$ cat src/common/drac_pkg.sv
// shared definitions for the branch resolution pipeline
// word widths, opcode and funct3 encodings, instruction type enum
// instruction word union with its b, j and i format views
// stage structs for decode and execute, register write request
package drac_pkg;

    localparam int XLEN      = 64;          // data and pc width
    localparam int INST_SIZE = 32;
    localparam int REG_ADDR  = 5;
    localparam int NUM_REGS  = 32;

    typedef logic [XLEN-1:0]     bus64_t;
    typedef logic [XLEN-1:0]     addrPC_t;
    typedef logic [REG_ADDR-1:0] reg_addr_t;

    // major opcodes handled here, everything else decodes as nop
    localparam logic [6:0] OP_BRANCH = 7'b1100011;
    localparam logic [6:0] OP_JAL    = 7'b1101111;
    localparam logic [6:0] OP_JALR   = 7'b1100111;

    // funct3 of the conditional branches
    localparam logic [2:0] F3_BEQ  = 3'b000;
    localparam logic [2:0] F3_BNE  = 3'b001;
    localparam logic [2:0] F3_BLT  = 3'b100;
    localparam logic [2:0] F3_BGE  = 3'b101;
    localparam logic [2:0] F3_BLTU = 3'b110;
    localparam logic [2:0] F3_BGEU = 3'b111;

    typedef enum logic [3:0] {
        NOP,
        JAL,
        JALR,
        BEQ,
        BNE,
        BLT,
        BGE,
        BLTU,
        BGEU
    } instr_type_t;

    typedef struct packed {
        logic        imm12;     // sign bit
        logic [5:0]  imm10_5;
        reg_addr_t   rs2;
        reg_addr_t   rs1;
        logic [2:0]  func3;
        logic [3:0]  imm4_1;
        logic        imm11;
        logic [6:0]  opcode;
    } b_type_t;

    typedef struct packed {
        logic        imm20;     // sign bit
        logic [9:0]  imm10_1;
        logic        imm11;
        logic [7:0]  imm19_12;
        reg_addr_t   rd;
        logic [6:0]  opcode;
    } j_type_t;

    typedef struct packed {
        logic [11:0] imm11_0;
        reg_addr_t   rs1;
        logic [2:0]  func3;
        reg_addr_t   rd;
        logic [6:0]  opcode;
    } i_type_t;

    // one 32-bit word, read through the view the opcode picks
    typedef union packed {
        logic [INST_SIZE-1:0] raw;
        b_type_t              b_type;
        j_type_t              j_type;
        i_type_t              i_type;
    } instr_u;

    typedef struct packed {
        logic        valid;
        instr_type_t instr_type;
        addrPC_t     pc;
        bus64_t      imm;
        reg_addr_t   rs1;
        reg_addr_t   rs2;
        reg_addr_t   rd;
    } decode_out_t;

    typedef struct packed {
        logic        valid;
        instr_type_t instr_type;
        addrPC_t     pc;
        logic        taken;
        addrPC_t     target;
        addrPC_t     result;    // next pc
        bus64_t      reg_data;  // link value pc+4
        reg_addr_t   rd;
    } exec_out_t;

    typedef struct packed {
        logic      valid;
        reg_addr_t addr;
        bus64_t    data;
    } reg_wr_t;

endpackage

$ cat src/source/branch_resolve_stage.sv
// resolve stage of the branch pipeline
// resolution outputs gated by valid
// link write request for jal and jalr, also the forwarding source
`timescale 1ns/1ns

module branch_resolve_stage (
    input  drac_pkg::exec_out_t exec_i,
    output logic                resolve_valid_o,
    output logic                taken_o,
    output drac_pkg::addrPC_t   target_o,
    output drac_pkg::addrPC_t   next_pc_o,
    output drac_pkg::reg_wr_t   link_wr_o
);
    import drac_pkg::*;

    logic is_jump;
    logic link_en;

    assign is_jump = (exec_i.instr_type == JAL) || (exec_i.instr_type == JALR);

    // rd == x0 means a plain jump, nothing to link
    assign link_en = exec_i.valid & is_jump & (exec_i.rd != '0);

    assign resolve_valid_o = exec_i.valid;
    assign taken_o         = exec_i.valid & exec_i.taken;
    assign target_o        = exec_i.valid ? exec_i.target : '0;
    assign next_pc_o       = exec_i.valid ? exec_i.result : '0;

    // lands in the regfile on the next edge
    assign link_wr_o.valid = link_en;
    assign link_wr_o.addr  = exec_i.rd;
    assign link_wr_o.data  = exec_i.reg_data;   // pc+4

endmodule

$ cat config.mk
export PLATFORM = sky130hd
export DESIGN_NAME = branch_resolve_stage
export DESIGN_NICKNAME = d
export VERILOG_FILES = /design/src/common/drac_pkg.sv /design/src/source/branch_resolve_stage.sv
export SDC_FILE = /design/constraint.sdc
export NUM_CORES = 1
export LEC_CHECK = 0
export ABC_AREA = 1
export ABC_CLOCK_PERIOD_IN_PS = 950
export BUFFER_PORTS_ARGS = -buffer_cell sky130_fd_sc_hd__buf_2
export CAP_MARGIN = 0
export CORE_AREA = 2 2 181 183
export DETAILED_ROUTE_END_ITERATION = 6
export DIE_AREA = 0 0 183 185
export SKIP_LAST_GASP = 1
export SLEW_MARGIN = 20
export SYNTH_ARGS = -nofsm -noshare
export SYNTH_HDL_FRONTEND = slang
export SYNTH_SLANG_ARGS = --single-unit
$ cat constraint.sdc
create_clock -name vclk -period 0.95
set_clock_uncertainty 0.2 [all_clocks]
set_input_delay 0.095 -clock vclk [all_inputs]
set_output_delay 0.095 -clock vclk [all_outputs]
set_load 0.02 [all_outputs]
== After elaboration in Yosys (flattened, before gate mapping) ==
Index checks and enable logic that the tools add are counted.
Storage, ports and cells
  memories kept: 0
  memory bits (read-only): 0
  input bits: 267
  bits in writable memories: 0
  register bits after elaboration: 0
  latch bits: 0
Cells by class
  $mul: 0
  multiplexer cells: 2
  equal/unequal tests: 2
  reductions and logical operators: 2
  bitwise logic cells: 3
  divide/modulo/power cells: 0
  shift-type cells: 0
  add/subtract/negate cells: 0
  magnitude comparators: 0
Operators with widths (number)
  64-bit 2-to-1 mux: 2
  5-bit nonzero test: 1
  4-bit by 1-bit == test with 1-bit output, second input constant: 1
  4-bit by 2-bit == test with 1-bit output, second input constant: 1
  1-bit bitwise AND: 3
  1-bit logical OR: 1

== Logic depth before layout (Yosys ltp) ==
  depth in word-level cells: 4
  depth in mapped cells: 6
  gate-level depth less buffers: 5

== Worst setup path after synthesis ==
Ideal clock, no wire load.
  path type: input to output
  from: input exec_i[266] in the netlist's numbering
  to: output next_pc_o[0]
  arrival time: 0.589 ns
  data required time: 0.655 ns
  cell stages on the path: 4
  buffers on the path: 2
  setup slack: 0.066 ns
  cells stage by stage: buf_4 > buf_6 > nand2_1 > inv_1
On the way
  longest elaborated chain between the ends: 1
RTL lines
  start: declaration: RTL line branch_resolve_stage.sv:7  | input drac_pkg::exec_out_t exec_i,
  64-bit 2-to-1 mux: RTL line branch_resolve_stage.sv:27  | assign next_pc_o = exec_i.valid ? exec_i.result : '0;
  end: declaration: RTL line branch_resolve_stage.sv:11  | output drac_pkg::addrPC_t next_pc_o,
Every way passes these cells.

== Final worst setup path ==
  from: input exec_i[42] in the netlist's numbering
  to: output link_wr_o[37] in the netlist's numbering
RTL lines
  end: declaration: RTL line branch_resolve_stage.sv:12  | output drac_pkg::reg_wr_t link_wr_o
No word-level cell between the ends.

==> impl_metrics.ini <==
[finish]
nClkBuffers = 0
regArea_sq_um = 0
syn2layout_area_growth_pct = 136.0
num_antenna_cells = 0
multi_input_area_sq_um = 540.5
nets = 890
post-route-util_pct = 12.53
mostFrequentLayoutCell = buf_2
final_cell_area_sq_um = 4015
drive_above_1_share_pct = 46.86
fin_cells = 1029
seq_cell_count = 0
final_cell_mix = buf_2 (245), inv_1 (133), nand2_1 (128)
fill_cells = 3663

[timing]
min_period_over_period_pct = 111.3
fin_crit_ns = 1.057
fmax_mhz = 946.1
grt_setup_unrepaired = true
worst-slew-pin-transition_ns = 0.2649
fin_hold_ws_ns = -0.008432
finalSetupTns_ns = -5.054
finalHoldViolCount = 1
finalSetupViolCount = 122
drv_slew = 0
finalWorstSetupSlack_ns = -0.1070
max-slew-margin-rel_pct = 82.41

[grt]
grt.total_usage_pct = 4.349
antenna_found_initial = 0
grt_overflow = 0
grt_pass1_vias = 2396
grt_max_degree = 35
grt_pass1_wl_microns = 11840

[floorplan]
fp.dieW_microns = 183
chipHeight_microns = 185
core_sq_um = 32040
start_util_pct = 5.311
num_rows = 66
io_pins = 467
die_area_sq_um = 33860

[setup_path]
crit_path_top_delay_cell = dlygate4sd3_1
max_stage_delay_ns = 0.67
crit_required_ns = 0.65
cpLargestDelayFamily = buffers and inverters
cp_cell_sequence = dlygate4sd3_1
crit_path_end_kind = output pin
crit_path_max_fanout = 1
critical_path_cell_count = 1
path_buf_inv = 1
crit_type = in2out
cp_data_arrival_time_ns = 0.76
critPathLaunchType = input pin

[synthesis]
ys_seq_area_share_pct = 0
synth_cells = 359
syn_area_sq_um = 1702
yosys_warnings = 0
synth_nets = 626
synth_cell_type_count = 6
avgSynthCellArea_sq_um = 4.740

[drt]
drtIter0Drc = 85
dr.pass1.iters = 4
postRouteAntennaNets = 0
wire_per_inst_microns = 9.381
drc_errors = 0
vias = 2798
totalWireLength_microns = 9653
routed_via_density = 2.719

[place]
post-dp-hpwl_microns = 6728
post-place-ws_ns = -0.2231
dpl.cell_count = 961
gp_congestion = 0.7400
dpl_cell_area_sq_um = 2985
numPortBuffers = 275

[power]
design_power_total_mw = 1.947
ir_worst_vdd_mv = 0.2483
leakage_nw = 3.460
p_per_area_nw_per_um2 = 484.8

[run]
drv_cap = 0

[status]
outcome = finished, violations left
violations = hold timing, setup timing

[worst_hold_path]
hold_depth = 0
hp-class = in2out
## worst paths after layout
| kind | start | to | slack (ns) |
|---|---|---|---|
| setup / recovery | exec_i[42] | link_wr_o[37] | -0.11 |
| hold / removal | exec_i[57] | link_wr_o[52] | -0.008 |
## cell families (layout without fill, tap and decap cells)
kind of cell	Yosys count	count (layout)	share of synthesized area [%]
buf+inv	219	481	69.12
simple gates	140	140	30.88
## final cells by class
cell class,count,share of cell area (%)
Timing Repair Buffer,347,61.30
Multi-Input combinational cell,140,13.46
Tap cell,408,12.71
Inverter,134,12.53
## timing repair
action | in CTS | in global routing
cloned | 2 | 0
pin swaps | 0 | 0
hold endpoints to repair | 64 | 2
endpoints found under the setup margin | 118 | 192
hold buffers | 62 | 1
gates resized for setup | 33 | 84
setup buffers | 3 | 0
## synthesized netlist by cell type
master	count	area share (%)
nand2_1	134	30
inv_1	134	30
buf_4	74	33
buf_2	1	0.29
buf_6	10	6.6
nor2_1	6	1.3
## layer usage
layer | routed length [microns] | vias to the layer above | part of all wire (%) | global-route usage (%)
li1 | - | 1386 | - | -
met1 | 3544 | 1190 | 37 | 5.077
met2 | 5179 | 220 | 54 | 8.742
met3 | 921 | 2 | 9.5 | 0.4719
met4 | 8 | 0 | 0.083 | 0.3520
met5 | 0 | - | 0 | 0
## power by group
group / leakage, nW / total [mW] / switching [mW] / internal (mW)
Sequential: 0 / 0 / 0 / 0
Combinational: 3.46 / 1.95 / 1.10 / 0.849
Clock: 0 / 0 / 0 / 0
Total: 3.46 / 1.95 / 1.10 / 0.849
Note: power is estimated with default switching activity, not from simulation.
