==> config.mk <==
export PLATFORM = sky130hd
export DESIGN_NAME = branch_decode_stage
export DESIGN_NICKNAME = d
export VERILOG_FILES = /design/src/common/drac_pkg.sv /design/src/source/branch_decode_stage.sv
export SDC_FILE = /design/constraint.sdc
export NUM_CORES = 1
export LEC_CHECK = 0
export BUFFER_PORTS_ARGS = -buffer_cell sky130_fd_sc_hd__buf_4
export CAP_MARGIN = 20
export CELL_PAD_IN_SITES_DETAIL_PLACEMENT = 1
export CELL_PAD_IN_SITES_GLOBAL_PLACEMENT = 2
export CORE_MARGIN = 5
export CORE_UTILIZATION = 26
export DETAILED_ROUTE_END_ITERATION = 8
export PLACE_DENSITY = 0.9
export SETUP_SLACK_MARGIN = 0.4
export SLEW_MARGIN = 10
export SYNTH_ARGS = -nofsm -noshare
export SYNTH_HDL_FRONTEND = slang
export SYNTH_SLANG_ARGS = --single-unit
==> constraint.sdc <==
create_clock -name clk_i -period 10.4 [get_ports clk_i]
set_input_delay 2.08 -clock clk_i [delete_from_list [all_inputs] [get_ports clk_i]]
set_output_delay 2.08 -clock clk_i [all_outputs]
set_load 0.01 [all_outputs]
==> src/common/drac_pkg.sv <==
// shared definitions for the branch resolution pipeline
// word widths, opcode and funct3 encodings, instruction type enum
// instruction word union with its b, j and i format views
// stage structs for decode and execute, register write request
package drac_pkg;

    localparam int XLEN      = 64;          // data and pc width
    localparam int INST_SIZE = 32;
    localparam int REG_ADDR  = 5;
    localparam int NUM_REGS  = 32;

    typedef logic [XLEN-1:0]     bus64_t;
    typedef logic [XLEN-1:0]     addrPC_t;
    typedef logic [REG_ADDR-1:0] reg_addr_t;

    // major opcodes handled here, everything else decodes as nop
    localparam logic [6:0] OP_BRANCH = 7'b1100011;
    localparam logic [6:0] OP_JAL    = 7'b1101111;
    localparam logic [6:0] OP_JALR   = 7'b1100111;

    // funct3 of the conditional branches
    localparam logic [2:0] F3_BEQ  = 3'b000;
    localparam logic [2:0] F3_BNE  = 3'b001;
    localparam logic [2:0] F3_BLT  = 3'b100;
    localparam logic [2:0] F3_BGE  = 3'b101;
    localparam logic [2:0] F3_BLTU = 3'b110;
    localparam logic [2:0] F3_BGEU = 3'b111;

    typedef enum logic [3:0] {
        NOP,
        JAL,
        JALR,
        BEQ,
        BNE,
        BLT,
        BGE,
        BLTU,
        BGEU
    } instr_type_t;

    typedef struct packed {
        logic        imm12;     // sign bit
        logic [5:0]  imm10_5;
        reg_addr_t   rs2;
        reg_addr_t   rs1;
        logic [2:0]  func3;
        logic [3:0]  imm4_1;
        logic        imm11;
        logic [6:0]  opcode;
    } b_type_t;

    typedef struct packed {
        logic        imm20;     // sign bit
        logic [9:0]  imm10_1;
        logic        imm11;
        logic [7:0]  imm19_12;
        reg_addr_t   rd;
        logic [6:0]  opcode;
    } j_type_t;

    typedef struct packed {
        logic [11:0] imm11_0;
        reg_addr_t   rs1;
        logic [2:0]  func3;
        reg_addr_t   rd;
        logic [6:0]  opcode;
    } i_type_t;

    // one 32-bit word, read through the view the opcode picks
    typedef union packed {
        logic [INST_SIZE-1:0] raw;
        b_type_t              b_type;
        j_type_t              j_type;
        i_type_t              i_type;
    } instr_u;

    typedef struct packed {
        logic        valid;
        instr_type_t instr_type;
        addrPC_t     pc;
        bus64_t      imm;
        reg_addr_t   rs1;
        reg_addr_t   rs2;
        reg_addr_t   rd;
    } decode_out_t;

    typedef struct packed {
        logic        valid;
        instr_type_t instr_type;
        addrPC_t     pc;
        logic        taken;
        addrPC_t     target;
        addrPC_t     result;    // next pc
        bus64_t      reg_data;  // link value pc+4
        reg_addr_t   rd;
    } exec_out_t;

    typedef struct packed {
        logic      valid;
        reg_addr_t addr;
        bus64_t    data;
    } reg_wr_t;

endpackage

==> src/source/branch_decode_stage.sv <==
// decode stage of the branch pipeline
// classifies jal, jalr and conditional branches, builds immediates
// early jal redirect, decode pipeline register
`timescale 1ns/1ns

module branch_decode_stage (
    input  logic                  clk_i,
    input  logic                  reset_i,
    input  logic                  instr_valid_i,
    input  drac_pkg::instr_u      instr_i,
    input  drac_pkg::addrPC_t     pc_i,
    output logic                  redirect_o,
    output drac_pkg::addrPC_t     redirect_target_o,
    output drac_pkg::decode_out_t decode_o
);
    import drac_pkg::*;

    instr_type_t instr_type;
    bus64_t      imm;
    reg_addr_t   rs1;
    reg_addr_t   rs2;
    reg_addr_t   rd;
    decode_out_t decode_q;

    // opcode sits at the same bits in every view
    always_comb begin
        instr_type = NOP;
        imm        = '0;
        rs1        = '0;
        rs2        = '0;
        rd         = '0;
        case (instr_i.b_type.opcode)
            OP_BRANCH: begin
                rs1 = instr_i.b_type.rs1;
                rs2 = instr_i.b_type.rs2;
                imm = {{51{instr_i.b_type.imm12}}, instr_i.b_type.imm12,
                       instr_i.b_type.imm11, instr_i.b_type.imm10_5,
                       instr_i.b_type.imm4_1, 1'b0};   // b-imm, bit 0 always zero
                case (instr_i.b_type.func3)
                    F3_BEQ:  instr_type = BEQ;
                    F3_BNE:  instr_type = BNE;
                    F3_BLT:  instr_type = BLT;
                    F3_BGE:  instr_type = BGE;
                    F3_BLTU: instr_type = BLTU;
                    F3_BGEU: instr_type = BGEU;
                    default: instr_type = NOP;  // 010, 011 are not branches
                endcase
            end
            OP_JAL: begin
                instr_type = JAL;
                rd         = instr_i.j_type.rd;
                imm        = {{43{instr_i.j_type.imm20}}, instr_i.j_type.imm20,
                              instr_i.j_type.imm19_12, instr_i.j_type.imm11,
                              instr_i.j_type.imm10_1, 1'b0};
            end
            OP_JALR: begin
                instr_type = JALR;
                rs1        = instr_i.i_type.rs1;
                rd         = instr_i.i_type.rd;
                imm        = {{52{instr_i.i_type.imm11_0[11]}}, instr_i.i_type.imm11_0};
            end
            default: begin
                instr_type = NOP;   // anything else passes through as a nop
            end
        endcase
    end

    // jal target known here, no operand needed
    assign redirect_o        = instr_valid_i & (instr_type == JAL);
    assign redirect_target_o = redirect_o ? pc_i + imm : '0;

    always_ff @(posedge clk_i) begin
        if (reset_i) begin
            decode_q.valid <= 1'b0;
        end else begin
            decode_q.valid <= instr_valid_i;
        end
        decode_q.instr_type <= instr_type;  // payload, qualified by valid
        decode_q.pc         <= pc_i;
        decode_q.imm        <= imm;
        decode_q.rs1        <= rs1;
        decode_q.rs2        <= rs2;
        decode_q.rd         <= rd;
    end

    assign decode_o = decode_q;

endmodule

Word-level counts from Yosys, hierarchy flattened
Cells that the tools add are included.

Register bits after elaboration: 148. Input port bits: 99. Logic and storage cells: 25.

Add/sub/neg operators: 1. Eq/ne operators: 9. Multiplexer cells: 4. Bitwise operators: 1. Reductions and logical operators: 3.

Operator list (count): 64-bit one-hot mux with 3 select lines (1); 64-bit adder (1); 64-bit two-way mux (1); 4-bit one-hot mux with 6 select lines (1); 7-bit equality test (second input constant) (3); 3-bit equality test (second input constant) (4); 4-bit one-hot mux with 3 select lines (1); 4-bit by 1-bit equality test with 1-bit output (second input constant) (1); 2-bit OR reduction (2); 3-bit by 1-bit equality test with 1-bit output (second input constant) (1); 3-bit logical NOT (1); 1-bit bitwise AND (1).

Longest topological paths before layout
Gate-level depths: netlist (run 1).

Depth after elaboration: 6. Depth in mapped cells: 19. Mapped depth without buffers: 17.

Least setup slack after synthesis (run 1)
No wires, ideal clock.

Path type: input-to-output. Start: in instr_i[6] (netlist name). End: out redirect_target_o[62]. Arrival: 6975 ps. Required time: 8320 ps. Path slack: 1345 ps. Stages: 16. Cell sequence: nor2b_1 > nand4_1 > nor3_1 > nor2_1 > nor2b_1 > ha_1 > a21oi_2 > o21ai_1 > a311o_1 > o311a_1 > nor2_2 > o21ai_2 > a41o_1 > a41oi_2 > xor2_1 > nor2_1.

Elaborated cells on any way between the ends: 9. Classes of those cells: add/sub: 1; eq/ne: 4; mux: 3; bitwise: 1.

RTL lines: start: declaration (RTL line branch_decode_stage.sv:10) `input drac_pkg::instr_u instr_i,`; 7-bit equality test (RTL line branch_decode_stage.sv:32) `case (instr_i.b_type.opcode)`; 64-bit one-hot mux with 3 select lines * (RTL line branch_decode_stage.sv:32); via imm[20] (RTL line branch_decode_stage.sv:19) `bus64_t imm;`; 64-bit adder * (RTL line branch_decode_stage.sv:70) `assign redirect_target_o = redirect_o ? pc_i + imm : '0;`; 64-bit two-way mux * (RTL line branch_decode_stage.sv:70); end: declaration (RTL line branch_decode_stage.sv:13) `output drac_pkg::addrPC_t redirect_target_o,`.

The timed path passes the listed nets; every way through them passes the cells marked *.

Worst setup path after layout (run 1)
Start: in instr_i[4] (netlist name). End: out redirect_target_o[62].

The elaborated chain is that of the path after synthesis.

==> results.ini, run 1 <==
[floorplanning]
num_io_pins = 312
die_area_um2 = 30100
rows = 59
fp.dieW_um = 173
start_util_pct = 26.5
core-area_um2 = 26200
die_height_um = 173

[sta]
setup_violations = 0
fin_ws_ns = 1.42
tns_ns = 0
period_minus_slack_ns = 8.98
fmax_ghz = 0.111
slew_viol_final = 0
hold_slack_ns = 1.82
relSlewSlack_pct = 32.8
finalHoldViolCount = 0
worst_pin_slew_ns = 0.982
rsz0062_at_grt = false
period_share_pct = 86.4

[synth]
synth-edff-count = 0
synth_area_leader_cell = dfxtp_1
synth_compound_area_share_pct = 22.6
syn_area_um2 = 6950
yosysSeqAreaShare_pct = 30.3
synthTopCellsByArea = dfxtp_1, ha_1, a21oi_1
synth_cells = 847
ys_warn_count = 0
syn_area_per_cell_um2 = 8.20
yosys-mux-area-fraction_pct = 0.432
yosys.area.top_type_share_pct = 30.3
synth_top_family_by_area = compound AO/OA/AOI/OAI gates
synth_ff_type = dfxtp_1
synth-xor-area-share_pct = 7.44
synthAdderAreaFrac_pct = 11.6
yosys.area_share.simple_pct = 19.8
ys_ff_latch = 105
ys_types = 72
syn_nets = 1010
synthArstFlopShare_pct = 0

[power_and_ir_drop]
leakage_nw = 4.78
power.density_nw_per_um2 = 99.0
swShare_pct = 29.7
p_int_uw = 666
ir_worst_vdd_uv = 63.0
seqPwrFrac_pct = 44.3
comb_power_share_pct = 16.9
p_switching_uw = 281
clock_power_share_pct = 38.7

[flow_run]
maxCapViolCount = 0

[placement]
dp_cells = 1416
place.gp.congestion = 0.865
port_buffers = 311
pre_cts_slack_ns = 1.34
dp_hpwl_um = 21700

[cts]
clock-sinks = 105
cts.htree.levels = 3
cts.path.max_buffers = 2
cts_tree = done
holdBufCountCts = 0
cts_root_buffer = clkbuf_16
cts_resized = 0
cts_setup_buffers = 0
clk_pin_slew_ns = 0.09
cts_buffers = 9

[setup_path]
worst_ep_arrival_time_ns = 6.90
required_ns = 8.32
crit_path_max_fanout = 32
cp-end-kind = output port
worst_setup_path_start_kind = input port
criticalPathCategory = in -> out

[detailed_routing]
dr.pass1.iters = 4
dr_wl_met2_um = 12200
wl_um = 26200
num_vias = 6930
viasPerCell = 4.84
avgRoutedWirePerCell_um = 18.3
drc = 0
first_iter_violations = 215
postRouteAntennaNets = 0
routed.top_layer = met4
met1Wirelength_um = 11800
met3_wirelength_um = 1890

[global_route]
antenna_found_initial = 0
grt_pass1_vias = 7339
grt_max_degree = 60
grt_pass1_wl_um = 41000
grt-ovfl-total = 0
grt.total_usage_pct = 16.7

[finish]
fin_nets = 1255
drive_gt1_share_pct = 32.5
largest_reg_flops = 105
final_cells = 1432
fin_util_pct = 36.5
final_cell_mix = buf_4, dfxtp_1, nor2_1, nand2_1, a21oi_1
mostFrequentLayoutCell = buf_4
diodes = 0
syn_to_final_growth_pct = 37.9

[hold_path]
min_path_type = in -> reg

[outcome]
status = finished clean

==> logic make-up (layout without fill, tap and decap cells) <==
family | after synthesis | count (layout)
muxes | 3 | 3
buffers and inverters | 98 | 348
AOI/OAI and AO/OA | 231 | 231
and+or+nand+nor | 287 | 287
DFF | 105 | 105
adders and majority gates | 64 | 64
xor gates and xnor gates | 59 | 59
==> critical path, stage by stage <==
cell	delay, ns
buf_4	0.11
nor2b_1	0.09
nand4_1	0.18
nor2_1	0.53
nor2_1	0.32
nor2b_4	0.78
ha_1	0.47
a21oi_2	0.23
o21ai_1	0.14
a311o_1	0.34
o311a_1	0.31
nor2_2	0.24
o21ai_2	0.12
a41o_1	0.31
a41oi_2	0.23
xor2_1	0.17
nor2_1	0.07
buf_4	0.18
==> final timing paths <==
kind | startpoint | to | cells past startpoint | slack (ns)
worst min-delay path | pc_i[12] | decode_o[91] | 1 | 1.82
worst max-delay path | instr_i[4] | redirect_target_o[62] | 18 | 1.42
==> final cells by class <==
cell class / instances / area (um^2)
fillers: 3181 / 16600
multi-input cells: 644 / 4310
repair buffers: 315 / 2360
flip-flops and latches: 105 / 2100
well taps: 335 / 419
clock buffers: 9 / 225
clock inverters: 7 / 91.3
inverters: 17 / 63.8
==> cells in the mapped netlist (all sizes together), types with 4 or more instances <==
cell      n
nand4    15
o21bai   12
nor2     88
a31oi    13
a21oi    73
inv      17
clkbuf   31
o211ai    4
nor2b    16
a221oi    4
and2     25
nor4      4
o21ai    40
nand2b    8
ha       63
a211oi    5
nand2    83
and3     13
buf      50
a21o     32
xor2     30
xnor2    29
nand3    13
dfxtp   105
nor3     12
o21a      7
==> power by group through the flow <==
stage	combinational [mW]	clock, mW	sequential (mW)
2_1_floorplan	0.0732	0	0.437
3_3_place_gp	0.160	0	0.429
3_5_place_dp	0.162	0	0.430
4_1_cts	0.163	0.385	0.421
5_1_grt	0.176	0.402	0.422
6_report	0.161	0.367	0.420
==> through the flow <==
step | instance area, um^2 | power [mW]
after global routing | 9580 | 1.00
after detailed placement | 9260 | 0.592
after CTS | 9580 | 0.969
final | 9580 | 0.948
after global placement | 9260 | 0.590
after floorplan | 6950 | 0.511
==> routing by layer <==
| metal | vias to the layer above | global-route usage (%) |
|---|---|---|
| li1 | 3442 | - |
| met1 | 3232 | 21.5 |
| met2 | 239 | 28.2 |
| met3 | 17 | 4.54 |
| met4 | 0 | 3.43 |
| met5 | - | 0 |
Power figures use the tool's default switching activity.
==> run 2: changes to the inputs <==
--- a/config.mk
+++ b/config.mk
@@ -5,14 +5,14 @@
 export SDC_FILE = /design/constraint.sdc
 export NUM_CORES = 1
 export LEC_CHECK = 0
-export BUFFER_PORTS_ARGS = -buffer_cell sky130_fd_sc_hd__buf_4
 export CAP_MARGIN = 20
 export CELL_PAD_IN_SITES_DETAIL_PLACEMENT = 1
 export CELL_PAD_IN_SITES_GLOBAL_PLACEMENT = 2
 export CORE_MARGIN = 5
-export CORE_UTILIZATION = 26
+export CORE_UTILIZATION = 35
 export DETAILED_ROUTE_END_ITERATION = 8
-export PLACE_DENSITY = 0.9
+export DONT_BUFFER_PORTS = 1
+export PLACE_DENSITY = 0.89
 export SETUP_SLACK_MARGIN = 0.4
 export SLEW_MARGIN = 10
 export SYNTH_ARGS = -nofsm -noshare
==> constraint.sdc (replaced) <==
create_clock -name clk_i -period 9.64 [get_ports clk_i]
set_input_delay 1.928 -clock clk_i [delete_from_list [all_inputs] [get_ports clk_i]]
set_output_delay 1.928 -clock clk_i [all_outputs]
set_load 0.01 [all_outputs]
==> run 2 against run 1 <==
Net effect: global-route usage grew 1.9 points; combinational power shrank 40%; design area fell by 25%; core utilization rose by 0.13 points; largest power group unchanged; via count down 18%; critical endpoint is now redirect_target_o[60]; flip-flop and latch count unchanged; power barely moved; sequential share of layout area increased by 7.5 points; non-clock buffer count decreased by 311.
==> results.ini, run 2 (synthesized netlist as in run 1, its figures left out) <==
[global_route]
antenna_found_initial = 1
grt_pass1_wl_um = 33300
grt-ovfl-total = 0
grt_max_degree = 40
grt_pass1_vias = 6016
grt.total_usage_pct = 18.7

[sta]
finalHoldViolCount = 0
hold_slack_ns = 1.58
period_share_pct = 88.0
relSlewSlack_pct = 29.5
setup_violations = 0
period_minus_slack_ns = 8.48
tns_ns = 0
rsz0062_at_grt = false
worst_pin_slew_ns = 1.03
fmax_ghz = 0.118
slew_viol_final = 0

[hold_path]
min_path_type = in -> reg
min_to = decode_o[92]
hold_start = pc_i[13]
hold_path_depth = 0

[floorplanning]
die_area_um2 = 22800
start_util_pct = 35.6
num_io_pins = 312
rows = 51
core-area_um2 = 19500
fp.dieW_um = 151
die_height_um = 151

[setup_path]
cp_slowest_cell = o41ai_1
crit_path_max_fanout = 30
required_ns = 7.71
crit_path_max_incr_delay_ns = 0.81
worstPathCellList = nor2b_1 > nand4_1 > nor2_1 > nor2_1 > nor2b_4 > ha_1 > a21oi_1 > o21ai_0 > o41ai_1 > o31a_1 > o21ai_1 > a41o_1 > xnor2_1 > nor2_1
cp-end-kind = output port
criticalPathCategory = in -> out
crit_buf_inv = 0
path_common_cell = nor2_1
worst_setup_path_start_kind = input port
worst_ep_arrival_time_ns = 6.55
cpLargestDelayFamily = simple AND/OR/NAND/NOR gates

[finish]
fill_cells = 2366
fin_nets = 944
fin_util_pct = 36.7
mostFrequentLayoutCell = dfxtp_1
final_cell_mix = dfxtp_1, nor2_1, nand2_1, a21oi_1, ha_1
syn_to_final_growth_pct = 3.10
drive_gt1_share_pct = 5.98
largest_reg_flops = 105
multi_input_area_um2 = 4310
regArea_um2 = 2110

[cts]
cts_setup_buffers = 0
cts_resized = 0
clk_pin_slew_ns = 0.09
cts.path.max_buffers = 2
cts_tree = done
holdBufCountCts = 0
cts.htree.levels = 3
cts_root_buffer = clkbuf_16
cts_buffers = 9
clock-sinks = 105

[detailed_routing]
wl_um = 22000
num_vias = 5713
postRouteAntennaNets = 0
drc = 0
viasPerCell = 5.43
first_iter_violations = 196
avgRoutedWirePerCell_um = 20.9
dr.pass1.iters = 4

[outcome]
status = finished clean

[placement]
place.gp.congestion = 0.878
dp_hpwl_um = 18100
port_buffers = 0

[power_and_ir_drop]
power_uw = 947
ir_worst_vdd_uv = 75.5
leakage_nw = 3.19
power.density_nw_per_um2 = 132

[flow_run]
maxCapViolCount = 0

==> run 2: cell types whose count changed in the layout (fill, tap and decap cells not counted), sizes merged <==
cell,change
buf,-311
diode,+1
inv,+1
clkinv,-1
==> run 2: worst max-delay path by stage <==
stage | startpoint | to | slack (ns) | depth (start not counted)
after global routing | instr_i[6] | redirect_target_o[60] | 0.66 | 16
final | instr_i[6] | redirect_target_o[60] | 1.16 | 14
after detailed placement | instr_i[6] | redirect_target_o[62] | 1.14 | 16
after floorplan | instr_i[6] | redirect_target_o[62] | 0.89 | 16
after CTS | instr_i[6] | redirect_target_o[62] | 1.13 | 16
after global placement | instr_i[6] | redirect_target_o[62] | 1.26 | 16
==> run 2: per-stage QoR <==
stage | instance area (um^2) | setup slack, ns | instances
final | 7160 | 1.16 | 1052
after global routing | 7160 | 0.657 | 1052
after CTS | 7160 | 1.13 | 1051
after detailed placement | 6840 | 1.14 | 1035
after global placement | 6840 | 1.26 | 1035
after floorplan | 6950 | 0.889 | 847
==> run 2: area by class of cell <==
class / instances / area share, %
timing repair buffer: 4 / 0.419
clock inverter: 7 / 1.28
sequential: 105 / 29.4
multi-input combinational: 644 / 60.2
tap: 265 / 4.63
antenna: 1 / 0.0349
clock buffer: 9 / 3.14
inverter: 17 / 0.891
==> run 2: power breakdown <==
group          switching [mW]  leakage, nW  internal (mW)  total [mW]
clock network           0.197        0.152          0.189       0.386
registers              0.0145        0.872          0.449       0.464
logic                  0.0614         2.17         0.0356      0.0970
total                   0.273         3.19          0.674       0.947
==> run 2: metal layers <==
metal	wire length, um	vias to the layer above	track usage [%]
met2	10800	173	32.5
met3	1690	10	5.48
met1	9410	2702	22.9
met5	0	-	0
met4	169	0	3.72
li1	-	2828	-
==> run 3: changes to the inputs <==
--- a/config.mk
+++ b/config.mk
@@ -6,13 +6,11 @@
 export NUM_CORES = 1
 export LEC_CHECK = 0
 export CAP_MARGIN = 20
-export CELL_PAD_IN_SITES_DETAIL_PLACEMENT = 1
-export CELL_PAD_IN_SITES_GLOBAL_PLACEMENT = 2
 export CORE_MARGIN = 5
-export CORE_UTILIZATION = 35
+export CORE_UTILIZATION = 50
 export DETAILED_ROUTE_END_ITERATION = 8
 export DONT_BUFFER_PORTS = 1
-export PLACE_DENSITY = 0.89
+export PLACE_DENSITY = 0.74
 export SETUP_SLACK_MARGIN = 0.4
 export SLEW_MARGIN = 10
 export SYNTH_ARGS = -nofsm -noshare
==> run 3 against run 2 <==
Net effect: sequential power hardly changed; core utilization is 15 points higher; power is 1.5% lower; combinational power is 0.6% lower; critical path depth is 1 higher; non-clock buffer count stayed put; flip-flop and latch count stayed put; critical path type unchanged.
==> results.ini, run 3 (synthesized netlist as in run 1, its figures left out) <==
[outcome]
status = finished clean

[cts]
cts.htree.levels = 3
cts_root_buffer = clkbuf_16
cts_resized = 0
cts_buffers = 9
cts.path.max_buffers = 2
clock-sinks = 105
clk_pin_slew_ns = 0.08
cts_setup_buffers = 0
holdBufCountCts = 0
cts_tree = done

[sta]
slew_viol_final = 0
period_minus_slack_ns = 8.21
hold_slack_ns = 1.58
relSlewSlack_pct = 29.1
rsz0062_at_grt = false
worst_pin_slew_ns = 1.07
tns_ns = 0
finalHoldViolCount = 0
period_share_pct = 85.2
fmax_ghz = 0.122
setup_violations = 0

[setup_path]
cp-end-kind = output port
path_common_cell = nor2_1
cp_slowest_cell = nor2b_4
worstPathCellList = nor2b_1 > nand4_1 > nor2_1 > nor2_1 > nor2b_4 > buf_4 > ha_1 > a21o_1 > a311o_1 > a211oi_1 > o21bai_1 > a31oi_2 > o31ai_4 > a21oi_1 > mux2i_1
worst_ep_arrival_time_ns = 6.29
crit_path_max_incr_delay_ns = 0.50
criticalPathCategory = in -> out
crit_buf_inv = 1
required_ns = 7.71
cpLargestDelayFamily = compound AO/OA/AOI/OAI gates
worst_setup_path_start_kind = input port
crit_path_max_fanout = 27

[finish]
regArea_um2 = 2110
fin_nets = 944
multi_input_area_um2 = 4310
syn_to_final_growth_pct = 1.49
mostFrequentLayoutCell = dfxtp_1
fill_cells = 1319
largest_reg_flops = 105
drive_gt1_share_pct = 5.98
final_cell_mix = dfxtp_1, nor2_1, nand2_1, a21oi_1, ha_1
fin_util_pct = 51.2

[global_route]
grt_pass1_wl_um = 30500
antenna_found_initial = 2
grt_max_degree = 60
grt.total_usage_pct = 23.6
grt-ovfl-total = 0
grt_pass1_vias = 5570

[floorplanning]
fp.dieW_um = 128
core-area_um2 = 13800
die_height_um = 128
start_util_pct = 50.4
rows = 43
die_area_um2 = 16400
num_io_pins = 312

[detailed_routing]
met3_wirelength_um = 1860
wl_um = 20200
first_iter_violations = 436
met1Wirelength_um = 8190
dr_wl_met2_um = 9730
dr.pass1.iters = 4
postRouteAntennaNets = 0
num_vias = 5843
drc = 0
viasPerCell = 6.04
avgRoutedWirePerCell_um = 20.9
routed.top_layer = met4

[power_and_ir_drop]
leakage_nw = 3.19
power_uw = 932
power.density_nw_per_um2 = 132
ir_worst_vdd_uv = 80.1

[placement]
dp_hpwl_um = 16400
port_buffers = 0
place.gp.congestion = 0.920

[hold_path]
min_path_type = in -> reg

[flow_run]
maxCapViolCount = 0

run 3: cell count changes in the layout (fill, tap and decap cells not counted), sizes merged:
cell	before	now
inv	21	19
diode	1	2
clkinv	3	5
run 3: cell type report:
class	count	area share (%)
diodes	2	0.0710
clock buffers	9	3.19
clock inverters	7	1.19
inverters	17	0.905
multi-input cells	644	61.2
flip-flops and latches	105	29.9
well taps	180	3.19
repair buffers	4	0.426
run 3: path summary, 6_finish.rpt:
path | from | end | cells after the start
max | instr_i[6] | redirect_target_o[51] | 15
min | pc_i[59] | decode_o[138] | 0
run 3: routing by layer:
metal | global-route usage (%) | vias up
met2 | 39.2 | 286
met1 | 28.7 | 2688
met5 | 0 | -
li1 | - | 2844
met3 | 7.42 | 25
met4 | 8.55 | 0
run 3: metrics by stage:
stage	cells	cell area, um^2	setup slack [ns]
final	968	7050	1.43
after global routing	968	7050	0.886
after CTS	966	7050	1.41
after detailed placement	950	6740	1.41
after global placement	950	6740	1.51
after floorplan	847	6950	0.889
run 3: report_power, final:
group / leakage, nW / switching, mW / internal, mW
Combinational: 2.17 / 0.0609 / 0.0355
Sequential: 0.872 / 0.0146 / 0.449
Clock: 0.149 / 0.187 / 0.186
