$ cat src/common/drac_pkg.sv
// shared definitions for the branch resolution pipeline
// word widths, opcode and funct3 encodings, instruction type enum
// instruction word union with its b, j and i format views
// stage structs for decode and execute, register write request
package drac_pkg;

    localparam int XLEN      = 64;          // data and pc width
    localparam int INST_SIZE = 32;
    localparam int REG_ADDR  = 5;
    localparam int NUM_REGS  = 32;

    typedef logic [XLEN-1:0]     bus64_t;
    typedef logic [XLEN-1:0]     addrPC_t;
    typedef logic [REG_ADDR-1:0] reg_addr_t;

    // major opcodes handled here, everything else decodes as nop
    localparam logic [6:0] OP_BRANCH = 7'b1100011;
    localparam logic [6:0] OP_JAL    = 7'b1101111;
    localparam logic [6:0] OP_JALR   = 7'b1100111;

    // funct3 of the conditional branches
    localparam logic [2:0] F3_BEQ  = 3'b000;
    localparam logic [2:0] F3_BNE  = 3'b001;
    localparam logic [2:0] F3_BLT  = 3'b100;
    localparam logic [2:0] F3_BGE  = 3'b101;
    localparam logic [2:0] F3_BLTU = 3'b110;
    localparam logic [2:0] F3_BGEU = 3'b111;

    typedef enum logic [3:0] {
        NOP,
        JAL,
        JALR,
        BEQ,
        BNE,
        BLT,
        BGE,
        BLTU,
        BGEU
    } instr_type_t;

    typedef struct packed {
        logic        imm12;     // sign bit
        logic [5:0]  imm10_5;
        reg_addr_t   rs2;
        reg_addr_t   rs1;
        logic [2:0]  func3;
        logic [3:0]  imm4_1;
        logic        imm11;
        logic [6:0]  opcode;
    } b_type_t;

    typedef struct packed {
        logic        imm20;     // sign bit
        logic [9:0]  imm10_1;
        logic        imm11;
        logic [7:0]  imm19_12;
        reg_addr_t   rd;
        logic [6:0]  opcode;
    } j_type_t;

    typedef struct packed {
        logic [11:0] imm11_0;
        reg_addr_t   rs1;
        logic [2:0]  func3;
        reg_addr_t   rd;
        logic [6:0]  opcode;
    } i_type_t;

    // one 32-bit word, read through the view the opcode picks
    typedef union packed {
        logic [INST_SIZE-1:0] raw;
        b_type_t              b_type;
        j_type_t              j_type;
        i_type_t              i_type;
    } instr_u;

    typedef struct packed {
        logic        valid;
        instr_type_t instr_type;
        addrPC_t     pc;
        bus64_t      imm;
        reg_addr_t   rs1;
        reg_addr_t   rs2;
        reg_addr_t   rd;
    } decode_out_t;

    typedef struct packed {
        logic        valid;
        instr_type_t instr_type;
        addrPC_t     pc;
        logic        taken;
        addrPC_t     target;
        addrPC_t     result;    // next pc
        bus64_t      reg_data;  // link value pc+4
        reg_addr_t   rd;
    } exec_out_t;

    typedef struct packed {
        logic      valid;
        reg_addr_t addr;
        bus64_t    data;
    } reg_wr_t;

endpackage

$ cat src/execute/branch_unit.sv
// branch unit, purely combinational
// compare conditions, taken, target, next pc and link value
`timescale 1ns/1ns

module branch_unit (
    input  drac_pkg::instr_type_t instr_type_i,
    input  drac_pkg::addrPC_t     pc_i,
    input  drac_pkg::bus64_t      data_rs1_i,
    input  drac_pkg::bus64_t      data_rs2_i,
    input  drac_pkg::bus64_t      imm_i,
    output logic                  taken_o,
    output drac_pkg::addrPC_t     target_o,
    output drac_pkg::addrPC_t     result_o,
    output drac_pkg::bus64_t      reg_data_o
);
    import drac_pkg::*;

    logic    eq;
    logic    lt_s;
    logic    lt_u;
    addrPC_t pc_plus4;

    // all three compares evaluated once, shared by the six branches
    assign eq       = (data_rs1_i == data_rs2_i);
    assign lt_s     = ($signed(data_rs1_i) < $signed(data_rs2_i));
    assign lt_u     = (data_rs1_i < data_rs2_i);
    assign pc_plus4 = pc_i + 64'd4;

    always_comb begin
        case (instr_type_i)
            JAL:  target_o = pc_i + imm_i;
            JALR: target_o = data_rs1_i + imm_i;   // alignment not checked
            BEQ, BNE, BLT, BGE, BLTU, BGEU: begin
                target_o = pc_i + imm_i;
            end
            default: begin
                target_o = '0;                       // nop
            end
        endcase
    end

    always_comb begin
        case (instr_type_i)
            JAL:     taken_o = 1'b0;    // already redirected in decode
            JALR:    taken_o = 1'b1;    // unconditional, target needs rs1
            BEQ:     taken_o = eq;
            BNE:     taken_o = ~eq;
            BLT:     taken_o = lt_s;
            BGE:     taken_o = ~lt_s;
            BLTU:    taken_o = lt_u;
            BGEU:    taken_o = ~lt_u;
            default: taken_o = 1'b0;
        endcase
    end

    assign result_o   = taken_o ? target_o : pc_plus4;
    assign reg_data_o = pc_plus4;   // link value for jal, jalr

endmodule

$ cat src/execute/branch_exec_stage.sv
// execute stage of the branch pipeline
// register file read with forwarding from resolve
// branch unit instance and execute pipeline register
`timescale 1ns/1ns

module branch_exec_stage (
    input  logic                  clk_i,
    input  logic                  reset_i,
    input  drac_pkg::decode_out_t decode_i,
    output drac_pkg::reg_addr_t   rs1_addr_o,
    output drac_pkg::reg_addr_t   rs2_addr_o,
    input  drac_pkg::bus64_t      rs1_data_i,
    input  drac_pkg::bus64_t      rs2_data_i,
    input  drac_pkg::reg_wr_t     fwd_i,
    output drac_pkg::exec_out_t   exec_o
);
    import drac_pkg::*;

    bus64_t    data_rs1;
    bus64_t    data_rs2;
    logic      taken;
    addrPC_t   target;
    addrPC_t   result;
    bus64_t    reg_data;
    exec_out_t exec_q;

    assign rs1_addr_o = decode_i.rs1;
    assign rs2_addr_o = decode_i.rs2;

    // link write in resolve has not reached the regfile yet
    // fwd_i never carries x0, resolve filters it
    assign data_rs1 = (fwd_i.valid && (fwd_i.addr == decode_i.rs1)) ? fwd_i.data : rs1_data_i;
    assign data_rs2 = (fwd_i.valid && (fwd_i.addr == decode_i.rs2)) ? fwd_i.data : rs2_data_i;

    branch_unit branch_unit_inst (
        .instr_type_i (decode_i.instr_type),
        .pc_i         (decode_i.pc),
        .data_rs1_i   (data_rs1),
        .data_rs2_i   (data_rs2),
        .imm_i        (decode_i.imm),
        .taken_o      (taken),
        .target_o     (target),
        .result_o     (result),
        .reg_data_o   (reg_data)
    );

    always_ff @(posedge clk_i) begin
        if (reset_i) begin
            exec_q.valid <= 1'b0;
        end else begin
            exec_q.valid <= decode_i.valid;
        end
        exec_q.instr_type <= decode_i.instr_type;
        exec_q.pc         <= decode_i.pc;
        exec_q.taken      <= taken;
        exec_q.target     <= target;
        exec_q.result     <= result;     // next pc
        exec_q.reg_data   <= reg_data;
        exec_q.rd         <= decode_i.rd;
    end

    assign exec_o = exec_q;

endmodule

$ cat config.mk
export PLATFORM = sky130hd
export DESIGN_NAME = branch_exec_stage
export DESIGN_NICKNAME = d
export VERILOG_FILES = /design/src/common/drac_pkg.sv /design/src/execute/branch_unit.sv /design/src/execute/branch_exec_stage.sv
export SDC_FILE = /design/constraint.sdc
export NUM_CORES = 1
export LEC_CHECK = 0
export BUFFER_PORTS_ARGS = -buffer_cell sky130_fd_sc_hd__buf_2
export CAP_MARGIN = 0
export CORE_AREA = 2 2 246 248
export DETAILED_ROUTE_END_ITERATION = 8
export DIE_AREA = 0 0 248 250
export PLACE_DENSITY = 0.61
export SETUP_SLACK_MARGIN = 0.4
export SLEW_MARGIN = 15
export SYNTH_ARGS = -nofsm -noshare
export SYNTH_HDL_FRONTEND = slang
export SYNTH_SLANG_ARGS = --single-unit
$ cat constraint.sdc
create_clock -name clk_i -period 4.9 [get_ports clk_i]
set_input_delay 0.98 -clock clk_i [delete_from_list [all_inputs] [get_ports clk_i]]
set_output_delay 0.98 -clock clk_i [all_outputs]
set_load 0.01 [all_outputs]
== Word-level counts from Yosys, hierarchy flattened ==
Cells that the tools add are included.
Storage, ports and cells
  register bits after elaboration: 267
  output and inout port bits: 277
  logic and storage cells: 35
Operators by class
  $add $sub $neg: 3
  magnitude comparators: 2
  equal/unequal tests: 11
  mux-type cells: 5
  bitwise logic cells: 3
  reduce and logical (&&, ||, !) cells: 3
Operators by type and width (number)
  $mux 64: 3
  $add 64x64->64: 2
  $lt 64x64->1: 2
  $pmux 64 s2: 1
  $add 64x3->64 const B: 1
  $eq 64x64->1: 1
  $eq 4x3->1 const B: 4
  $eq 5x5->1: 2
  $eq 4x2->1 const B: 2
  $pmux 1 s7: 1
  $reduce_or 7->1: 1
  $eq 4x1->1 const B: 1
  $eq 4x4->1 const B: 1
  $not 1->1: 3
  $logic_and 1x1->1: 2

== Longest topological paths before layout ==
Gate-level depths: netlist of the first run.
  word-level depth: 7
  mapped depth: 20

== Cells and area by module ==
Synthesis of the first run repeated with hierarchy kept, for this count alone.
Second synthesis, totals
  cell total of the unflattened synthesis: 1642
  area, all modules: 16468.3 um^2
Modules (own cells, without submodules)
  branch_unit: instances 1, cells an instance 1208, area an instance 8774.7 um^2
  branch_exec_stage: instances 1, cells an instance 434, area an instance 7693.6 um^2

== Worst setup path after synthesis of the first run ==
No wires, ideal clock.
  kind: input -> register
  from: input port decode_i[12] (netlist name)
  to: register exec_q, in the netlist exec_o[115]
  library setup time: 0.121 ns
  arrival time: 5.097 ns
  setup slack: -0.318 ns
  stages on the path: 20
  path through: xor2_1 > nor4_1 > and3_1 > clkbuf_1 > buf_1 > mux2i_1 > o21ai_0 > ha_1 > inv_1 > fa_1 > and2b_1 > o2111ai_1 > a21oi_2 > a311oi_2 > and3_4 > o41ai_4 > a31o_2 > xnor2_1 > nor2_1 > mux2_4
Between the ends
  elaborated cells on any way between the ends: 13
  classes of those cells: 1 x add/sub; 2 x order compare; 2 x eq/ne; 4 x mux; 3 x bitwise; 1 x reduce/logical
RTL lines
  start, declared: line branch_exec_stage.sv:9  | input drac_pkg::decode_out_t decode_i,
  $eq 5x5->1: line branch_exec_stage.sv:32  | assign data_rs1 = (fwd_i.valid && (fwd_i.addr == decode_i.rs1)) ? fwd_i.data : rs1_data_i;
  $logic_and 1x1->1: line branch_exec_stage.sv:32
  $mux 64: line branch_exec_stage.sv:32
  $add 64x64->64: line branch_unit.sv:32  | JALR: target_o = data_rs1_i + imm_i;
  $pmux 64 s2: line branch_unit.sv:30  | case (instr_type_i)
  named net branch_unit_inst.target_o[46]: line branch_unit.sv:12  | output drac_pkg::addrPC_t target_o,
  $mux 64: line branch_unit.sv:56  | assign result_o = taken_o ? target_o : pc_plus4;
  named net branch_unit_inst.result_o[46]: line branch_unit.sv:13  | output drac_pkg::addrPC_t result_o,
  end, declared: line branch_exec_stage.sv:25  | exec_out_t exec_q;
The timed path passes the listed nets, and every way through them passes these cells.
A chain may end at the register's enable or synchronous reset.

== Final worst setup path of the first run ==
  from: input port decode_i[11] (netlist name)
  to: register exec_q, in the netlist exec_o[187]
Between the ends
  word-level cells in the longest chain between the ends: 5
RTL lines (line)
  $eq 5x5->1: branch_exec_stage.sv:32
  $logic_and 1x1->1: branch_exec_stage.sv:32
  $mux 64: branch_exec_stage.sv:32
  $add 64x64->64: branch_unit.sv:32
  $pmux 64 s2: branch_unit.sv:30
  named net branch_unit_inst.target_o[54]: branch_unit.sv:12
The timed path passes the listed nets, and every way through them passes these cells.

==> flow_summary.ini, run 1 <==
[outcome]
outcome = finished with violations
violations = setup timing

[timing]
setup_slack_ps = -7.04
finalSetupViolations = 1
slew_headroom_pct = 42.8
fin_setup_tns_ps = -7.04
drv_slew = 0
fmax_mhz = 204
worst_pin_slew_ps = 854
period_share_pct = 100
final-hold-violation-count = 0
timing.hold.ws_ps = 498
finalCriticalPeriod_ps = 4910
rsz0062_at_grt = yes

[placed_design]
globalplace.congestion = 0.871
dp.cells = 3243
dp_hpwl_um = 57800
portBuffers = 624

[worst_setup_path]
cp_max_fo = 4
worstPathArrival_ps = 5360
required_ps = 5350
endpoint_kind = register
cp-start-kind = input port
crit_type = in2reg

[clock_network]
cts_tree = built
clock_path_buffers = 3
cts_hold_buf = 0
clkTransAtPathRegs_ps = 60
root_buffer = clkbuf_16
cts.sinks = 265
ctsHtreeMaxLevel = 1
cts_made_buffers = 30

[synthesis]
synth_edf_count = 0
netlist_area_um2 = 15200
ys_async_sr_fraction_pct = 0
synth_seq_area_share_pct = 35.0
synth_top_flop_cell = dfxtp_1
ys_types = 82
syn-num-nets = 2057
synth.top_cells.by_area = dfxtp_1 (35%), mux2_2 (12%), ha_1 (11%), xnor2_1 (4.6%), mux2i_1 (4.6%)
synth_area_leader_cell = dfxtp_1
synth.avg_cell_area_um2 = 9.61
ys_warn_count = 0
synth_top_area_share_pct = 35.0
synth_seq_cells = 265
syn_inst = 1580

[routing]
drc = 0
route.detailed.wl_per_inst_um = 21.0
viasPerCell = 4.70
dr.pass1.iters = 5
wl_um = 71400
detail-route-antenna-nets = 0
drt_iter0_markers = 717
via_count = 15964

[global_routing]
grt_pass1_vias = 16595
grt_max_degree = 26
grt_pass1_wl_um = 101000
antenna_found_initial = 23
overflow = 0
grt_usage_pct = 21.7

[final_layout]
instances_no_fill = 3395
fillers = 5758
layout-drive-gt1-share_pct = 56.8
final_common_cell = buf_2
final_cell_mix = buf_2 (621), buf_4 (327), dfxtp_1 (265)
fin_util_pct = 43.0
area_delta_synth_final_pct = 68.6
multiInputGateArea_um2 = 11300
nNetsFinal = 3048
largest_register_ff_count = 265
seq_area_um2 = 5310

[power_and_ir_drop]
power_density_nw_per_um2 = 310
power_leakage_uw = 0.0118
finalPower_uw = 7940
peakVddDrop_uv = 272

[flow_run]
maxCapViolCount = 0

[floorplan]
rows = 90
core_um2 = 59600
fp.dieH_um = 250
die_w_um = 248
start_util_pct = 25.5
die-area_um2 = 62000
io_pins = 625

[hold_path]
hold_class = in2reg
min_path_cells = 1
-- final timing paths --
check,slack (ps),startpoint,endpoint
worst min-delay path,500,decode_i[1],exec_o[1]$_DFF_P_
worst max-delay path,-7,decode_i[11],exec_o[187]$_DFF_P_
-- through the flow --
stage	cell area [um2]	setup WS, ps
global placement	21900	-784
global route	25600	-106
floorplan	15600	166
finish	25600	-7.04
detailed placement	21900	-845
CTS	24200	70.7
-- cell usage after synthesis, drive strengths merged, types with 7 or more instances --
cell	instances
and4	8
and3	22
mux2i	69
a21o	38
buf	33
inv	28
o21ai	62
o31ai	8
clkbuf	32
xnor2	81
xor2	45
a211oi	14
nor2	107
nand3	46
o21bai	13
ha	128
o21a	10
a21boi	7
nor2b	11
mux2	170
nand2	115
nand4	39
and2	20
nor3	25
nor4	11
nand2b	7
dfxtp	265
a21oi	112
a31oi	11
-- cell type report --
type | instances | area share [%]
Sequential cell | 265 | 20.7
Timing Repair Buffer | 1024 | 26.6
Inverter | 28 | 0.440
Tap cell | 782 | 3.82
Clock buffer | 41 | 3.33
Clock inverter | 14 | 0.679
Multi-Input combinational cell | 1222 | 44.2
Antenna cell | 19 | 0.186
-- report_power, final --
part / switching [uW] / internal [uW] / leakage [uW]
clock network: 979 / 1380 / 0.000501
logic: 1560 / 1530 / 0.00907
registers: 75.1 / 2410 / 0.00223
-- worst max-delay path, cell delays in order --
cell and delay, ps:
buf_8 100, xor2_2 170, nor4_2 280, and3_4 300
buf_6 120, buf_6 80, buf_6 90, mux2_4 300
mux2_4 290, ha_4 230, a211oi_4 220, o211ai_1 180
and4_4 210, a311oi_4 310, and3_4 270, o41ai_4 70
buf_6 160, a31oi_4 330, nor2b_4 280, mux2i_4 290
nor3_1 80
-- kinds of logic after synthesis --
kind of cell / Yosys count / share of synthesized area, %
AO/OA/AOI/OAI: 303 / 12.9
buffers and inverters: 93 / 2.88
XOR/XNOR: 126 / 7.32
flip-flops: 265 / 35.0
adder cells (fa/ha/maj): 129 / 10.7
AND/OR/NAND/NOR: 425 / 13.9
multiplexers: 239 / 17.3
-- per-layer routing --
layer / GRT usage (%) / vias up / part of all wire (%)
li1: - / 7699 / -
met1: 25.1 / 7610 / 40
met2: 39.5 / 534 / 50
met3: 3.97 / 119 / 5.9
met4: 7.41 / 2 / 3.3
met5: 0 / - / 0.018
-- timing repair --
action | 4_1_cts | 5_1_grt
resized for setup | 151 | 212
gates cloned | 7 | 1
setup endpoints to repair | 96 | 97
setup buffers | 40 | 30
pin swaps | 34 | 96
(Power assumes the default switching activity.)
==> run 2, diff against run 1 <==
--- a/config.mk
+++ b/config.mk
@@ -10,6 +10,7 @@
 export CORE_AREA = 2 2 246 248
 export DETAILED_ROUTE_END_ITERATION = 8
 export DIE_AREA = 0 0 248 250
+export MAX_ROUTING_LAYER = met4
 export PLACE_DENSITY = 0.61
 export SETUP_SLACK_MARGIN = 0.4
 export SLEW_MARGIN = 15
==> flow_summary.ini, run 2 (synthesis gave the netlist of run 1 again) <==
[timing]
period_share_pct = 101
slew_headroom_pct = 43.8
fmax_mhz = 203
drv_slew = 0
worst_pin_slew_ps = 839
rsz0062_at_grt = yes
finalSetupViolations = 3
finalCriticalPeriod_ps = 4930
final-hold-violation-count = 0
setup_slack_ps = -26.5

[worst_setup_path]
crit_type = in2reg
cp_max_fo = 6
endpoint_kind = register
cp-start-kind = input port
required_ps = 5340
worstPathArrival_ps = 5370

[flow_run]
maxCapViolCount = 0

[final_layout]
final_cell_mix = buf_2 (621), buf_4 (339), dfxtp_1 (265)
instances_no_fill = 3389
final_common_cell = buf_2
area_delta_synth_final_pct = 65.7
nNetsFinal = 3041
layout-drive-gt1-share_pct = 55.5
largest_register_ff_count = 265

[floorplan]
die_w_um = 248
die-area_um2 = 62000
core_um2 = 59600
rows = 90
io_pins = 625
fp.dieH_um = 250
start_util_pct = 25.5

[clock_network]
cts_hold_buf = 0
ctsHtreeMaxLevel = 1
root_buffer = clkbuf_16
clkTransAtPathRegs_ps = 60
cts_tree = built
cts_made_buffers = 31
clock_path_buffers = 3
cts.sinks = 265

[routing]
dr.pass1.iters = 5
route.detailed.wl_per_inst_um = 20.9
via_count = 15939
drc = 0
detail-route-antenna-nets = 0
wl_um = 70900
drt_iter0_markers = 707
viasPerCell = 4.70

[hold_path]
min_path_cells = 1
min_to = exec_o[2]$_DFF_P_
hold_class = in2reg
hold_start = decode_i[2]

[global_routing]
grt_pass1_vias = 16527
antenna_found_initial = 21
grt_pass1_wl_um = 101000
grt_usage_pct = 22.1
overflow = 0
grt_max_degree = 25

[power_and_ir_drop]
pwr-share-seq_pct = 31.5
power.internal_uw = 5320
comb_power_share_pct = 38.3
peakVddDrop_uv = 306
power_density_nw_per_um2 = 315
switchingPower_uw = 2600
netSwitchingFraction_pct = 32.8
clockPowerShare_pct = 30.2
finalPower_uw = 7920
power_leakage_uw = 0.0117

[outcome]
violations = setup timing
outcome = finished with violations

[placed_design]
dp_hpwl_um = 58100
portBuffers = 624
dp.cells = 3247
globalplace.congestion = 0.895
run 2: changes by cell type in the layout (fill, tap and decap cells not counted), sizes merged:
| cell | before | now |
|---|---|---|
| buf | 1023 | 1014 |
| clkbuf | 42 | 41 |
| clkinv | 6 | 5 |
| clkinvlp | 2 | 6 |
| inv | 31 | 32 |
run 2: area by class of cell:
type | instances | area, um2
timing repair buffer | 1016 | 6580
inverter | 28 | 108
clock buffer | 39 | 856
multi-input combinational | 1222 | 11100
clock inverter | 18 | 205
antenna | 19 | 47.5
tap | 782 | 978
fill | 5830 | 34400
sequential | 265 | 5310
run 2: metal layers:
metal / vias to the layer above / routed length [um] / track usage, %
met3: 98 / 4000 / 3.43
met4: 0 / 1850 / 6.31
met1: 7594 / 28700 / 25.0
met2: 562 / 36400 / 39.7
met5: - / 0 / -
li1: 7685 / - / -
run 2: worst max path at each step:
stage                 startpoint             endpoint  slack (ps)  cells after the start
finish                 fwd_i[66]  exec_o[187]$_DFF_P_         -30                     21
global route           fwd_i[65]   exec_o[86]$_DFF_P_        -130                     21
detailed placement  decode_i[11]  exec_o[132]$_DFF_P_        -890                     19
floorplan           decode_i[11]  exec_o[125]$_DFF_P_         170                     19
global placement    decode_i[11]  exec_o[132]$_DFF_P_        -930                     19
CTS                    fwd_i[66]   exec_o[90]$_DFF_P_         100                     20
run 2: power by group through the flow:
stage               Combinational (uW)  Sequential (uW)  Clock (uW)
finish                            3040             2490        2390
global route                      3260             2510        2530
floorplan                         1160             2660           0
CTS                               2780             2500        2450
global placement                  2560             2540           0
detailed placement                2570             2540           0
run 2: critical path, stage by stage:
cell	delay, ps
buf_6	100
xor2_1	150
nor4_1	290
and3_4	320
buf_4	140
buf_6	90
buf_4	100
mux2_4	300
mux2_4	290
ha_4	240
a211oi_4	260
o211ai_1	190
and4_4	200
a311oi_4	310
and3_4	270
o41ai_4	70
buf_6	160
a31oi_4	310
nor2b_4	260
mux2i_2	270
nor3_1	70
run 2: metrics by stage:
stage	util (%)	hold slack (ps)	setup slack, ps	TNS, ps	area, um2
floorplan	-	1010	166	0	15600
global placement	36.8	1080	-932	-63290	21900
detailed placement	36.8	1080	-886	-61720	21900
CTS	40.2	457	97.9	0	23900
global route	42.2	464	-134	-4650	25100
finish	42.2	488	-26.5	-50.9	25200
run 2: what timing repair did:
| action | in CTS | in global routing |
|---|---|---|
| pin swaps | 47 | 76 |
| gates cloned | 4 | 2 |
| endpoints found under the setup margin | 93 | 99 |
| buffers inserted | 34 | 26 |
| endpoints found under the hold margin | 0 | 0 |
| gates resized for setup | 121 | 171 |
==> run 3, diff against run 2 <==
--- a/config.mk
+++ b/config.mk
@@ -7,9 +7,9 @@
 export LEC_CHECK = 0
 export BUFFER_PORTS_ARGS = -buffer_cell sky130_fd_sc_hd__buf_2
 export CAP_MARGIN = 0
-export CORE_AREA = 2 2 246 248
+export CORE_AREA = 2 2 240 242
 export DETAILED_ROUTE_END_ITERATION = 8
-export DIE_AREA = 0 0 248 250
+export DIE_AREA = 0 0 242 244
 export MAX_ROUTING_LAYER = met4
 export PLACE_DENSITY = 0.61
 export SETUP_SLACK_MARGIN = 0.4
==> constraint.sdc (replaced) <==
create_clock -name clk_i -period 5 [get_ports clk_i]
set_input_delay 1 -clock clk_i [delete_from_list [all_inputs] [get_ports clk_i]]
set_output_delay 1 -clock clk_i [all_outputs]
set_load 0.01 [all_outputs]
==> flow_summary.ini, run 3 (synthesis gave the netlist of run 1 again) <==
[placed_design]
globalplace.congestion = 0.923
place_area_um2 = 21500
dp_hpwl_um = 58400
dp_worst_setup_slack_ps = -693
dp.cells = 3178
portBuffers = 624

[worst_setup_path]
worstPathArrival_ps = 5310
cp_cell_sequence = buf_8 -> xor2_2 -> nor4_2 -> and3_4 -> buf_4 -> buf_4 -> mux2_2 -> nor2_1 -> a21oi_1 -> ha_1 -> and2b_2 -> o2111ai_4 -> a21oi_4 -> a311oi_4 -> and3_4 -> o41ai_4 -> buf_6 -> a31oi_4 -> nor2b_4 -> mux2i_2 -> nor3_1
critical-path-slowest-cell = mux2_2
crit_type = in2reg
cpPeakStageDelay_ps = 350
endpoint_kind = register
required_ps = 5460
cp-start-kind = input port
cp_max_fo = 5

[final_layout]
final_common_cell = buf_2
layout-drive-gt1-share_pct = 53.0
largest_register_ff_count = 265
seq_area_um2 = 5310
multiInputGateArea_um2 = 10700
area_delta_synth_final_pct = 59.2
instances_no_fill = 3293
nNetsFinal = 2975
fillers = 5536
final_cell_mix = buf_2 (618), buf_4 (284), dfxtp_1 (265)
final_area_um2 = 24200

[hold_path]
hold_class = in2reg
min_path_cells = 1

[flow_run]
maxCapViolCount = 0

[clock_network]
ctsHtreeMaxLevel = 1
root_buffer = clkbuf_16
clkTransAtPathRegs_ps = 70
cts_tree = built
cts_made_buffers = 30
clock_path_buffers = 3
cts.sinks = 265

[routing]
detail-route-antenna-nets = 0
dr.pass1.iters = 5
wl_um = 71400
viasPerCell = 4.80
via_count = 15818
drt_iter0_markers = 808
route.detailed.wl_per_inst_um = 21.7
drc = 0

[power_and_ir_drop]
netSwitchingFraction_pct = 33.5
finalPower_uw = 7520
peakVddDrop_uv = 272
clockPowerShare_pct = 30.0
power.internal_uw = 5000
power_density_nw_per_um2 = 311
power_leakage_uw = 0.0113
pwr-share-seq_pct = 32.4
switchingPower_uw = 2520
comb_power_share_pct = 37.5

[global_routing]
antenna_found_initial = 22
grt_usage_pct = 23.5
overflow = 0
grt_pass1_wl_um = 102000
grt_max_degree = 34
grt_pass1_vias = 16227

[floorplan]
die_w_um = 242
io_pins = 625
rows = 87
fp.dieH_um = 244
die-area_um2 = 59000
core_um2 = 56200
start_util_pct = 27.0

[timing]
setup_slack_ps = 159
worst_pin_slew_ps = 907
rsz0062_at_grt = yes
drv_slew = 0
fmax_mhz = 207
finalCriticalPeriod_ps = 4840
slew_headroom_pct = 39.2
period_share_pct = 96.8
finalSetupViolations = 0
final-hold-violation-count = 0

[outcome]
outcome = complete, no violations
[run 3: cell types whose count changed in the layout (fill, tap and decap cells not counted), sizes merged, moves of 3 or more]
cell,change
buf,-65
clkbuf,-4
clkinv,+5
clkinvlp,-3
[run 3: through the flow]
stage,setup TNS [ps],utilization (%),hold slack [ps]
after CTS,0,41.9,454
final,0,43.0,495
after detailed placement,-51190,38.2,1100
after global placement,-47810,38.2,1100
after global routing,-10.2,43.0,471
after floorplan,0,-,1030
[run 3: path summary, 6_finish.rpt]
| check | startpoint | to |
|---|---|---|
| worst max-delay path | fwd_i[65] | exec_o[187]$_DFF_P_ |
| worst min-delay path | decode_i[4] | exec_o[4]$_DFF_P_ |
[run 3: routing by layer]
layer  share of wire [%]  vias to the layer above  track usage (%)  routed length [um]
met4                 3.6                        0             8.37                2540
met2                  48                      656             39.7               34500
li1                    -                     7550                -                   -
met3                 7.0                      110             5.38                5020
met5                   0                        -                -                   0
met1                  41                     7502             27.3               29300
[run 3: power by group through the flow]
stage | sequential, uW | clock (uW) | combinational (uW)
2_1_floorplan | 2610 | 0 | 1140
3_3_place_gp | 2490 | 0 | 2450
3_5_place_dp | 2490 | 0 | 2470
4_1_cts | 2440 | 2310 | 2720
5_1_grt | 2460 | 2390 | 3030
6_report | 2440 | 2260 | 2820
[run 3: timing repair]
| item | CTS | global route |
|---|---|---|
| hold buffers | 0 | 0 |
| cloned | 6 | 2 |
| pin swaps | 42 | 48 |
| buffers inserted | 26 | 10 |
| setup endpoints to repair | 87 | 98 |
| gates resized for setup | 138 | 100 |
[run 3: layout make-up]
type / count / area share, %
antenna: 18 / 0.186
clock buffer: 35 / 3.31
clock inverter: 18 / 0.813
inverter: 28 / 0.487
multi-input combinational: 1222 / 44.1
sequential: 265 / 22.0
tap: 756 / 3.92
timing repair buffer: 951 / 25.2
[run 3: worst max-delay path, delay by kind of cell]
kind / cells / cell delay [ps]
AO/OA/AOI/OAI: 6 / 1110
XOR/XNOR: 1 / 160
adder cells (fa/ha/maj): 1 / 330
buffers and inverters: 4 / 620
multiplexers: 2 / 630
AND/OR/NAND/NOR: 7 / 1440
